===== src/mfpu_defines.svh =====
`ifndef MFPU_DEFINES_SVH
`define MFPU_DEFINES_SVH

// Datapath word and its byte enables
`define MFPU_ELEN 64
`define MFPU_STRB_W 8

// In-flight instructions and buffered results
`define MFPU_INSN_DEPTH 4
`define MFPU_RES_DEPTH 2

// Instruction ids and vector length
`define MFPU_NR_VINSN 8
`define MFPU_VLEN_W 8
`define MFPU_VREG_WORDS 32

// Pipeline registers per SIMD multiplier
`define MFPU_MUL_LAT_EW64 2
`define MFPU_MUL_LAT_EW32 1
`define MFPU_MUL_LAT_EW16 1
`define MFPU_MUL_LAT_EW8 1

`endif


===== src/mfpu_pkg.sv =====
`include "mfpu_defines.svh"

package mfpu_pkg;

  // Element width, log2 of the element size in bytes
  typedef enum logic [1:0] {
    EW8  = 2'd0,
    EW16 = 2'd1,
    EW32 = 2'd2,
    EW64 = 2'd3
  } vew_e;

  // Integer multiply operations
  typedef enum logic [2:0] {
    VMUL,
    VMULH,
    VMULHU,
    VMULHSU,
    VMACC,
    VNMSAC
  } mul_op_e;

  typedef logic [`MFPU_ELEN-1:0]                      elen_t;
  typedef logic [`MFPU_STRB_W-1:0]                    strb_t;
  typedef logic [$clog2(`MFPU_NR_VINSN)-1:0]          vid_t;
  typedef logic [$clog2(32*`MFPU_VREG_WORDS)-1:0]     vaddr_t;
  typedef logic [`MFPU_VLEN_W-1:0]                    vlen_t;

  // One instruction as handed over by the sequencer
  typedef struct packed {
    vid_t       id;
    mul_op_e    op;
    vew_e       vsew;
    vlen_t      vl;
    logic [4:0] vd;
    logic       use_vs1;
    logic       use_vs2;
    logic       use_vd_op;
    // Operand a comes from the scalar instead of vs1
    logic       use_scalar_op;
    elen_t      scalar_op;
  } mfpu_insn_t;

  // One register file write
  typedef struct packed {
    vid_t   id;
    vaddr_t addr;
    elen_t  wdata;
    strb_t  be;
  } mfpu_result_t;

  function automatic logic [3:0] elems_per_word(vew_e vsew);
    return 4'd8 >> vsew;
  endfunction

  // Elements carried by the next word, capped at a full word
  function automatic vlen_t word_elems(vlen_t remaining, vew_e vsew);
    vlen_t epw;
    epw = vlen_t'(elems_per_word(vsew));
    return (remaining < epw) ? remaining : epw;
  endfunction

  // Low byte enables covering n elements
  function automatic strb_t word_be(vlen_t n, vew_e vsew);
    int unsigned nbytes;
    strb_t       be;
    nbytes = int'(n) << int'(vsew);
    for (int unsigned b = 0; b < `MFPU_STRB_W; b++) begin
      be[b] = (b < nbytes);
    end
    return be;
  endfunction

endpackage


===== src/mfpu_result_queue.sv =====
`include "mfpu_defines.svh"

module mfpu_result_queue import mfpu_pkg::*; (
  input  logic         clk_i,
  input  logic         rst_ni,
  input  logic         push_i,
  input  mfpu_result_t push_data_i,
  output logic         full_o,
  output mfpu_result_t result_o,
  output logic         result_req_o,
  input  logic         result_gnt_i,
  output logic         pop_o
);

  localparam int unsigned Depth = `MFPU_RES_DEPTH;
  localparam int unsigned PtrW  = (Depth > 1) ? $clog2(Depth) : 1;

  mfpu_result_t [Depth-1:0] mem_q;
  logic [PtrW-1:0]          wr_pnt_q;
  logic [PtrW-1:0]          rd_pnt_q;
  logic [PtrW:0]            cnt_q;
  logic                     push;

  assign full_o = (cnt_q == (PtrW+1)'(Depth));
  assign push   = push_i && !full_o;

  // Head entry is the pending register file write
  assign result_req_o = (cnt_q != '0);
  assign result_o     = mem_q[rd_pnt_q];
  assign pop_o        = result_req_o && result_gnt_i;

  always_ff @(posedge clk_i or negedge rst_ni) begin
    if (!rst_ni) begin
      wr_pnt_q <= '0;
      rd_pnt_q <= '0;
      cnt_q    <= '0;
    end else begin
      if (push) begin
        wr_pnt_q <= (wr_pnt_q == PtrW'(Depth-1)) ? '0 : wr_pnt_q + 1'b1;
      end
      if (pop_o) begin
        rd_pnt_q <= (rd_pnt_q == PtrW'(Depth-1)) ? '0 : rd_pnt_q + 1'b1;
      end
      // Simultaneous push and pop keep the count
      if (push && !pop_o) begin
        cnt_q <= cnt_q + 1'b1;
      end else if (pop_o && !push) begin
        cnt_q <= cnt_q - 1'b1;
      end
    end
  end

  always_ff @(posedge clk_i) begin
    if (push) begin
      mem_q[wr_pnt_q] <= push_data_i;
    end
  end

endmodule


===== config.mk =====
export PLATFORM = sky130hd
export DESIGN_NAME = mfpu_result_queue
export DESIGN_NICKNAME = d
export VERILOG_FILES = /design/src/mfpu_pkg.sv /design/src/mfpu_result_queue.sv
export VERILOG_INCLUDE_DIRS = /design/src /design/src/src
export SDC_FILE = /design/constraint.sdc
export NUM_CORES = 1
export LEC_CHECK = 0
export BUFFER_PORTS_ARGS = -buffer_cell sky130_fd_sc_hd__buf_2
export CAP_MARGIN = 0
export CORE_ASPECT_RATIO = 0.9
export CORE_UTILIZATION = 50
export DETAILED_ROUTE_END_ITERATION = 12
export PLACE_DENSITY = 0.77
export SYNTH_ARGS = -nofsm -noshare
export SYNTH_HDL_FRONTEND = slang
export SYNTH_SLANG_ARGS = --single-unit

===== constraint.sdc =====
create_clock -name clk_i -period 5.5 [get_ports clk_i]
set_clock_uncertainty 0.1 [all_clocks]
set_input_delay 1.375 -clock clk_i [delete_from_list [all_inputs] [get_ports clk_i]]
set_output_delay 1.375 -clock clk_i [all_outputs]
set_load 0.05 [all_outputs]

==> results.cfg, run 1 <==
[worst_setup_path]
path_delay_family = flip-flops
path_buf_inv = 2
critPathCaptureType = primary output
cp-start-kind = flip-flop
cp_data_arrival_time_ps = 2620
slowest_stage = dfrtp_4
required_ps = 4030
max_stage_delay_ps = 1140
critPathKind = reg -> out
cp_max_fo = 70
path_cells = buf_4, mux2_4, buf_2

[synthesis]
ys_seq_area_share_pct = 79.6
synth_top_family_by_area = multiplexers
synthCells = 285
synthAdderAreaFrac_pct = 0.191
muxShareOfSynthArea_pct = 16.9
synth_cell_types = 17
avgSynthCellArea_um2 = 22.9
synthXorXnorAreaFrac_pct = 0.670
synth-simple-area-share_pct = 0.517
ys_warn_count = 0
synth_seq_cells = 174
synth_area_um2 = 6540
synth_compound_area_share_pct = 0
syn_nets = 375

[cts]
cts_hold_buf = 0
root_buffer = clkbuf_16
cts_buffers = 17
clk_pin_slew_worst_paths_ps = 60
clkSinkCount = 174
ctsResizeCount = 0
cts_tree = yes
cts_buffer_depth = 2
post_cts_buffers = 0
clk_latency_ps = 420
htreeDepth = 4

[routing]
wl_per_cell_um = 16.7
via_count = 3212
dr_wl_met3_um = 878
final_antenna_net_count = 0
maxUsedRoutingLayer = met4
wl_met1_um = 4360
drt-pass1-iter-count = 4
viasPerCell = 4.95
drc_errors = 0
wl_met2_um = 5400
drt_iter0_drc = 197
wirelength_um = 10800

[die]
die_w_um = 123
fp.dieArea_um2 = 13500
num_rows = 39
coreArea_um2 = 12700
io_pins = 177
initial_utilization_pct = 51.4
die_h_um = 111

[power_and_ir_drop]
power.density_nw_per_um2 = 641
p_leak_nw = 3.15
irDropWorstVdd_uv = 408

[grt]
grt_max_degree = 86
grt_pass1_wl_um = 16800
antenna_found_initial = 0
grt-ovfl-total = 0
track_usage_pct = 16.9
grt_pass1_vias = 3380

[placement]
portBuffers = 176
hpwl_um = 6970
gp_congestion = 0.711
post-place-ws_ps = 1840

[sta]
min_period_ps = 4090
setup_viol = 0
report.final.slew_viol_count = 0
fin_ws_ps = 1410
rsz0062_at_grt = no
setup_tns_ps = 0
finalCritPeriodShare_pct = 74.4
tightest_slew_ps = 1160
slew_headroom_pct = 22.4
whs_ps = 408
hold_viol = 0
fmax_mhz = 244

[layout]
drive_gt1_share_pct = 60.6
final_cell_mix = buf_2, edfxtp_1, mux2_2, mux2_4, clkbuf_16
area_growth_pct = 23.5
fin_nets = 562
diodes = 0
mostFrequentLayoutCell = buf_2

[outcome]
run_status = finished, final reports clean

[flow_run]
drv_cap = 0

[min_path]
hold_path_class = reg -> reg
-- cell type report --
class                           instances  area [um2]
Sequential cell                       174        5210
Fill cell                             907        4660
Multi-Input combinational cell         98        1210
Timing Repair Buffer                  178         908
Clock buffer                           19         433
Tap cell                              164         205
Clock inverter                         13         100
Inverter                                3        11.3
-- layer usage --
metal	up-vias	GRT usage, %
met5	-	0
met1	1562	19.7
met2	136	27.9
met3	15	5.68
met4	0	7.80
li1	1499	-
-- final timing paths --
path | startpoint | to | slack [ps] | cells after the start
setup reg to reg | cnt_q[0] | mem_q[37] | 3300 | 4
hold / removal | cnt_q[1] | cnt_q[1] | 410 | 1
hold reg to reg | cnt_q[1] | cnt_q[1] | 410 | 1
min in group asynchronous | rst_ni | rd_pnt_q | 650 | 1
max in group asynchronous | rst_ni | rd_pnt_q | 4510 | 1
setup / recovery | rd_pnt_q | result_o[16] | 1410 | 3
-- power by group --
group / switching (W) / internal (W) / total [W]
logic: 0.00146 / 0.000642 / 0.00210
clock network: 0.000461 / 0.000614 / 0.00108
registers: 0.000188 / 0.00182 / 0.00201
-- logic make-up after synthesis --
logic type,after synthesis
buf+inv,13
mux,85
xor+xnor,5
simple gates,7
fa+ha+maj,1
flops,174
-- registers in the layout, summed over array words and instances, names as in the netlist --
register and flops:
wr_pnt_q 1, cnt_q 2, rd_pnt_q 1, mem_q 170
-- cells in the mapped netlist, drive strengths merged --
| cell | count | area (um2) |
|---|---|---|
| inv | 3 | 11.3 |
| dfrtp | 4 | 100 |
| xor2 | 2 | 17.5 |
| buf | 10 | 126 |
| mux2 | 85 | 1110 |
| nor2 | 2 | 7.51 |
| edfxtp | 170 | 5100 |
| ha | 1 | 12.5 |
| and3 | 1 | 6.26 |
| nand2 | 2 | 7.51 |
| xnor2 | 3 | 26.3 |
| or2 | 1 | 6.26 |
| nand2b | 1 | 6.26 |
-- stage by stage --
step | cells | instance area (um2) | power, W | util [%]
after floorplan | 285 | 6540 | 0.00379 | -
after global placement | 617 | 7540 | 0.00411 | 59.2
after detailed placement | 617 | 7540 | 0.00415 | 59.2
after CTS | 649 | 8080 | 0.00524 | 63.4
after global routing | 649 | 8080 | 0.00538 | 63.4
final | 649 | 8080 | 0.00518 | 63.4
Note: power is estimated with default switching activity, not from simulation.
==> inputs of run 2 (changes only) <==
Settings changed: ABC_AREA set to 1.
Clock period 5.5 ns to 4.3 ns, I/O delays scaled along.
==> results.cfg, run 2 <==
[layout]
area_growth_pct = 26.4
final_cell_mix = nand2_1, buf_2, edfxtp_1, clkbuf_16, inv_1
mostFrequentLayoutCell = nand2_1
final_area_um2 = 8120
diodes = 0
fin_nets = 748
multiInputGateArea_um2 = 1060
drive_gt1_share_pct = 32.3
largest_register = mem_q
seq_area_um2 = 5210
fin_util_pct = 66.0
n_fill_cell = 905
instances_no_fill = 831
top_regs = mem_q x170, cnt_q x2
largest_register_ffs = 170

[worst_setup_path]
r2r-end = mem_q[78]
r2r-start = cnt_q[0]
cp_data_arrival_time_ps = 2050
cp-start-kind = flip-flop
cp_max_fo = 86
critPathCaptureType = primary output
required_ps = 3120
rr_worst_depth = 5
r2r_slack_ps = 2030
critPathKind = reg -> out

[routing]
via_count = 4032
drc_errors = 0
drt-pass1-iter-count = 4
wl_per_cell_um = 15.0
viasPerCell = 4.85
drt_iter0_drc = 242
final_antenna_net_count = 0
wirelength_um = 12500

[die]
initial_utilization_pct = 52.2
coreArea_um2 = 12300
num_rows = 38
die_h_um = 110
io_pins = 177
fp.dieArea_um2 = 13300
die_w_um = 122

[placement]
hpwl_um = 7740
portBuffers = 176
gp_congestion = 0.752
place_inst = 799
postPlaceCellArea_um2 = 7460

[grt]
grt_pass1_wl_um = 19100
grt_pass1_vias = 3992
track_usage_pct = 19.6
antenna_found_initial = 0
grt_max_degree = 87
grt-ovfl-total = 0

[synthesis]
ys_warn_count = 0
synth_compound_area_share_pct = 0.0779
syn_nets = 567
synth_seq_cells = 174
muxShareOfSynthArea_pct = 0
synth_cell_types = 14
synth_top_family_by_area = simple AND/OR/NAND/NOR gates
ys_seq_area_share_pct = 81.0
synth_top_area_share_pct = 79.4
synth_ff_type = edfxtp_1
synth_top_cell_by_area = edfxtp_1
synthTopCellsByArea = edfxtp_1, nand2_1, dfrtp_1
synth_most_common_cell = nand2_1
synth-simple-area-share_pct = 15.9
synth_area_um2 = 6430
synthAdderAreaFrac_pct = 0.195
synth-edff-count = 170
synthXorXnorAreaFrac_pct = 0.136
async_flop_share_pct = 2.30
synthCells = 477
avgSynthCellArea_um2 = 13.5
synth_commonest_cells = nand2_1, edfxtp_1, buf_2, inv_1

[sta]
hold_viol = 0
tightest_slew_ps = 907
finalCritPeriodShare_pct = 75.0
slew_headroom_pct = 39.5
fmax_mhz = 310
report.final.slew_viol_count = 0
setup_viol = 0
setup_tns_ps = 0
min_period_ps = 3230
rsz0062_at_grt = no

[cts]
clkSinkCount = 174
root_buffer = clkbuf_16
clk_latency_ps = 410
post_cts_buffers = 0
cts_hold_buf = 0
clk_pin_slew_worst_paths_ps = 60
cts_tree = yes
ctsResizeCount = 0
cts_buffer_depth = 2
htreeDepth = 4
cts_buffers = 17

[flow_run]
drv_cap = 0

[outcome]
run_status = finished, final reports clean

[min_path]
hold_path_class = in -> async
-- run 2: changes by cell type in the layout (fill, tap and decap cells not counted), sizes merged, moves of 2 or more --
cell	previous run	this run
nand2	2	267
buf	178	181
mux2	85	0
xnor2	3	1
clkinv	8	5
inv	3	9
bufinv	1	6
clkbuf	19	17
xor2	2	0
-- run 2: metal layers --
layer  wire [um]  track usage [%]  part of all wire [%]  vias to the layer above
met4          87             8.38                  0.70                        0
met2        6140             32.5                    49                      169
li1            -                -                     -                     1965
met1        5100             23.0                    41                     1888
met3        1150             7.37                   9.2                       10
met5           0                0                     0                        -
-- run 2: cell type report --
class                   count  area share, %
clock inverters            15           2.99
flip-flops and latches    174           64.1
multi-input cells         275           13.0
repair buffers            181           11.8
inverters                   9          0.431
well taps                 160           2.46
clock buffers              17           5.24
-- run 2: cell families (layout without fill, tap and decap cells) --
kind of cell,after synthesis,in the layout
XOR/XNOR,1,1
buffers and inverters,28,222
flip-flops,174,174
AO/OA/AOI/OAI,1,1
adder cells (fa/ha/maj),1,1
AND/OR/NAND/NOR,272,272
-- run 2: through the flow --
step | hold slack (ps) | worst slack (ps)
after floorplan | 342 | 364
after global placement | 358 | 1470
after detailed placement | 383 | 1410
after CTS | 329 | 1040
after global routing | 335 | 894
final | 351 | 1070
-- run 2: worst max-delay path by stage --
stage	start	endpoint	slack, ps	cells past startpoint
after global routing	rd_pnt_q	result_o[36]	890	4
after CTS	rd_pnt_q	result_o[36]	1040	4
final	rd_pnt_q	result_o[36]	1070	4
after detailed placement	push_i	mem_q[2]	1410	6
after floorplan	push_i	mem_q[100]	360	2
after global placement	push_i	mem_q[2]	1470	6
-- run 2: worst max-delay path, cell delays in order (launching register included) --
cell,delay [ps]
dfrtp_2,360
buf_4,720
nand2_1,140
nand2_1,140
buf_2,270
Power of run 2 is not shown: default switching activity piles up to over one toggle a cycle in this logic, so the estimate is an artifact.
==> inputs of run 3 (changes only) <==
Clock period 4.3 ns to 3.1 ns, I/O delays scaled along.
==> results.cfg, run 3 (synthesized netlist as in run 2, its figures left out) <==
[die]
die_w_um = 122
num_rows = 38
die_h_um = 110
io_pins = 177
coreArea_um2 = 12300
fp.dieArea_um2 = 13300
initial_utilization_pct = 52.2

[cts]
clk_pin_slew_worst_paths_ps = 60
post_cts_buffers = 0
clk_latency_ps = 420
root_buffer = clkbuf_16
htreeDepth = 4
cts_buffer_depth = 2
cts_buffers = 17
cts_tree = yes
cts_hold_buf = 0
ctsResizeCount = 0
clkSinkCount = 174

[layout]
mostFrequentLayoutCell = nand2_1
fin_nets = 749
drive_gt1_share_pct = 31.5
largest_register = mem_q
top_regs = mem_q x170, cnt_q x2
n_fill_cell = 911
final_cell_mix = nand2_1, buf_2, edfxtp_1, clkbuf_16, inv_1
largest_register_ffs = 170
area_growth_pct = 24.5

[routing]
drt-pass1-iter-count = 5
drt_iter0_drc = 272
final_antenna_net_count = 0
viasPerCell = 4.82
wl_per_cell_um = 14.5
via_count = 4008
drc_errors = 0
wirelength_um = 12100

[sta]
hold_viol = 0
fmax_mhz = 383
setup_viol = 0
min_period_ps = 2610
rsz0062_at_grt = no
finalCritPeriodShare_pct = 84.3
slew_headroom_pct = 54.3
tightest_slew_ps = 686
report.final.slew_viol_count = 0
setup_tns_ps = 0

[worst_setup_path]
cp_max_fo = 86
required_ps = 2220
critPathKind = reg -> out
cp-start-kind = flip-flop
cp_data_arrival_time_ps = 1740
critPathCaptureType = primary output

[grt]
grt-ovfl-total = 0
antenna_found_initial = 0
grt_pass1_vias = 3797
grt_max_degree = 87
grt_pass1_wl_um = 18200
track_usage_pct = 18.9

[outcome]
run_status = finished, final reports clean

[flow_run]
drv_cap = 0

[placement]
gp_congestion = 0.742
portBuffers = 176
hpwl_um = 7580

[min_path]
hold_path_class = in -> async
-- run 3: changes by cell type in the layout (fill, tap and decap cells not counted), sizes merged --
cell	before	now
clkinv	5	10
bufinv	6	2
clkinvlp	4	1
buf	181	182
clkbuf	17	18
diode	0	1
inv	9	8
-- run 3: critical path, cell delays in order (launching register included) --
cell,delay [ps]
dfrtp_2,420
inv_2,70
buf_12,320
nand2_1,120
nand2_1,90
buf_2,260
-- run 3: worst paths after layout --
path | cells past startpoint | to | slack (ps) | startpoint
setup / recovery | 5 | result_o[47] | 490 | rd_pnt_q
max in group asynchronous | 1 | rd_pnt_q | 2720 | rst_ni
hold reg to reg | 2 | cnt_q[1] | 380 | cnt_q[1]
hold / removal | 1 | cnt_q[0] | 50 | rst_ni
min in group clk_i | 2 | cnt_q[1] | 380 | cnt_q[1]
setup reg to reg | 4 | mem_q[166] | 1210 | cnt_q[1]
-- run 3: area by class of cell --
type | count | area, um2 | share of cell area, %
Timing Repair Buffer | 182 | 963 | 12.0
Antenna cell | 1 | 2.50 | 0.0313
Sequential cell | 174 | 5210 | 65.0
Clock inverter | 12 | 104 | 1.30
Tap cell | 160 | 200 | 2.50
Inverter | 9 | 37.5 | 0.469
Multi-Input combinational cell | 275 | 1060 | 13.3
Clock buffer | 18 | 429 | 5.36
-- run 3: routing by layer --
| metal | vias to the layer above | part of all wire [%] | global-route usage (%) |
|---|---|---|---|
| met5 | - | 0 | 0 |
| met4 | 0 | 1.6 | 7.23 |
| met3 | 14 | 8.4 | 7.62 |
| met2 | 167 | 48 | 30.4 |
| met1 | 1861 | 42 | 23.1 |
| li1 | 1966 | - | - |
-- run 3: through the flow --
step	setup WS, ps	instance area (um2)	std cells	hold WS, ps	utilization [%]
floorplan	234	6440	477	342	-
global placement	889	7470	800	356	60.6
detailed placement	848	7470	800	375	60.6
CTS	445	8000	830	31.5	65.0
global route	371	8000	830	34.2	65.0
finish	487	8000	831	49.6	65.0
Power of run 3 is left out for the same reason.
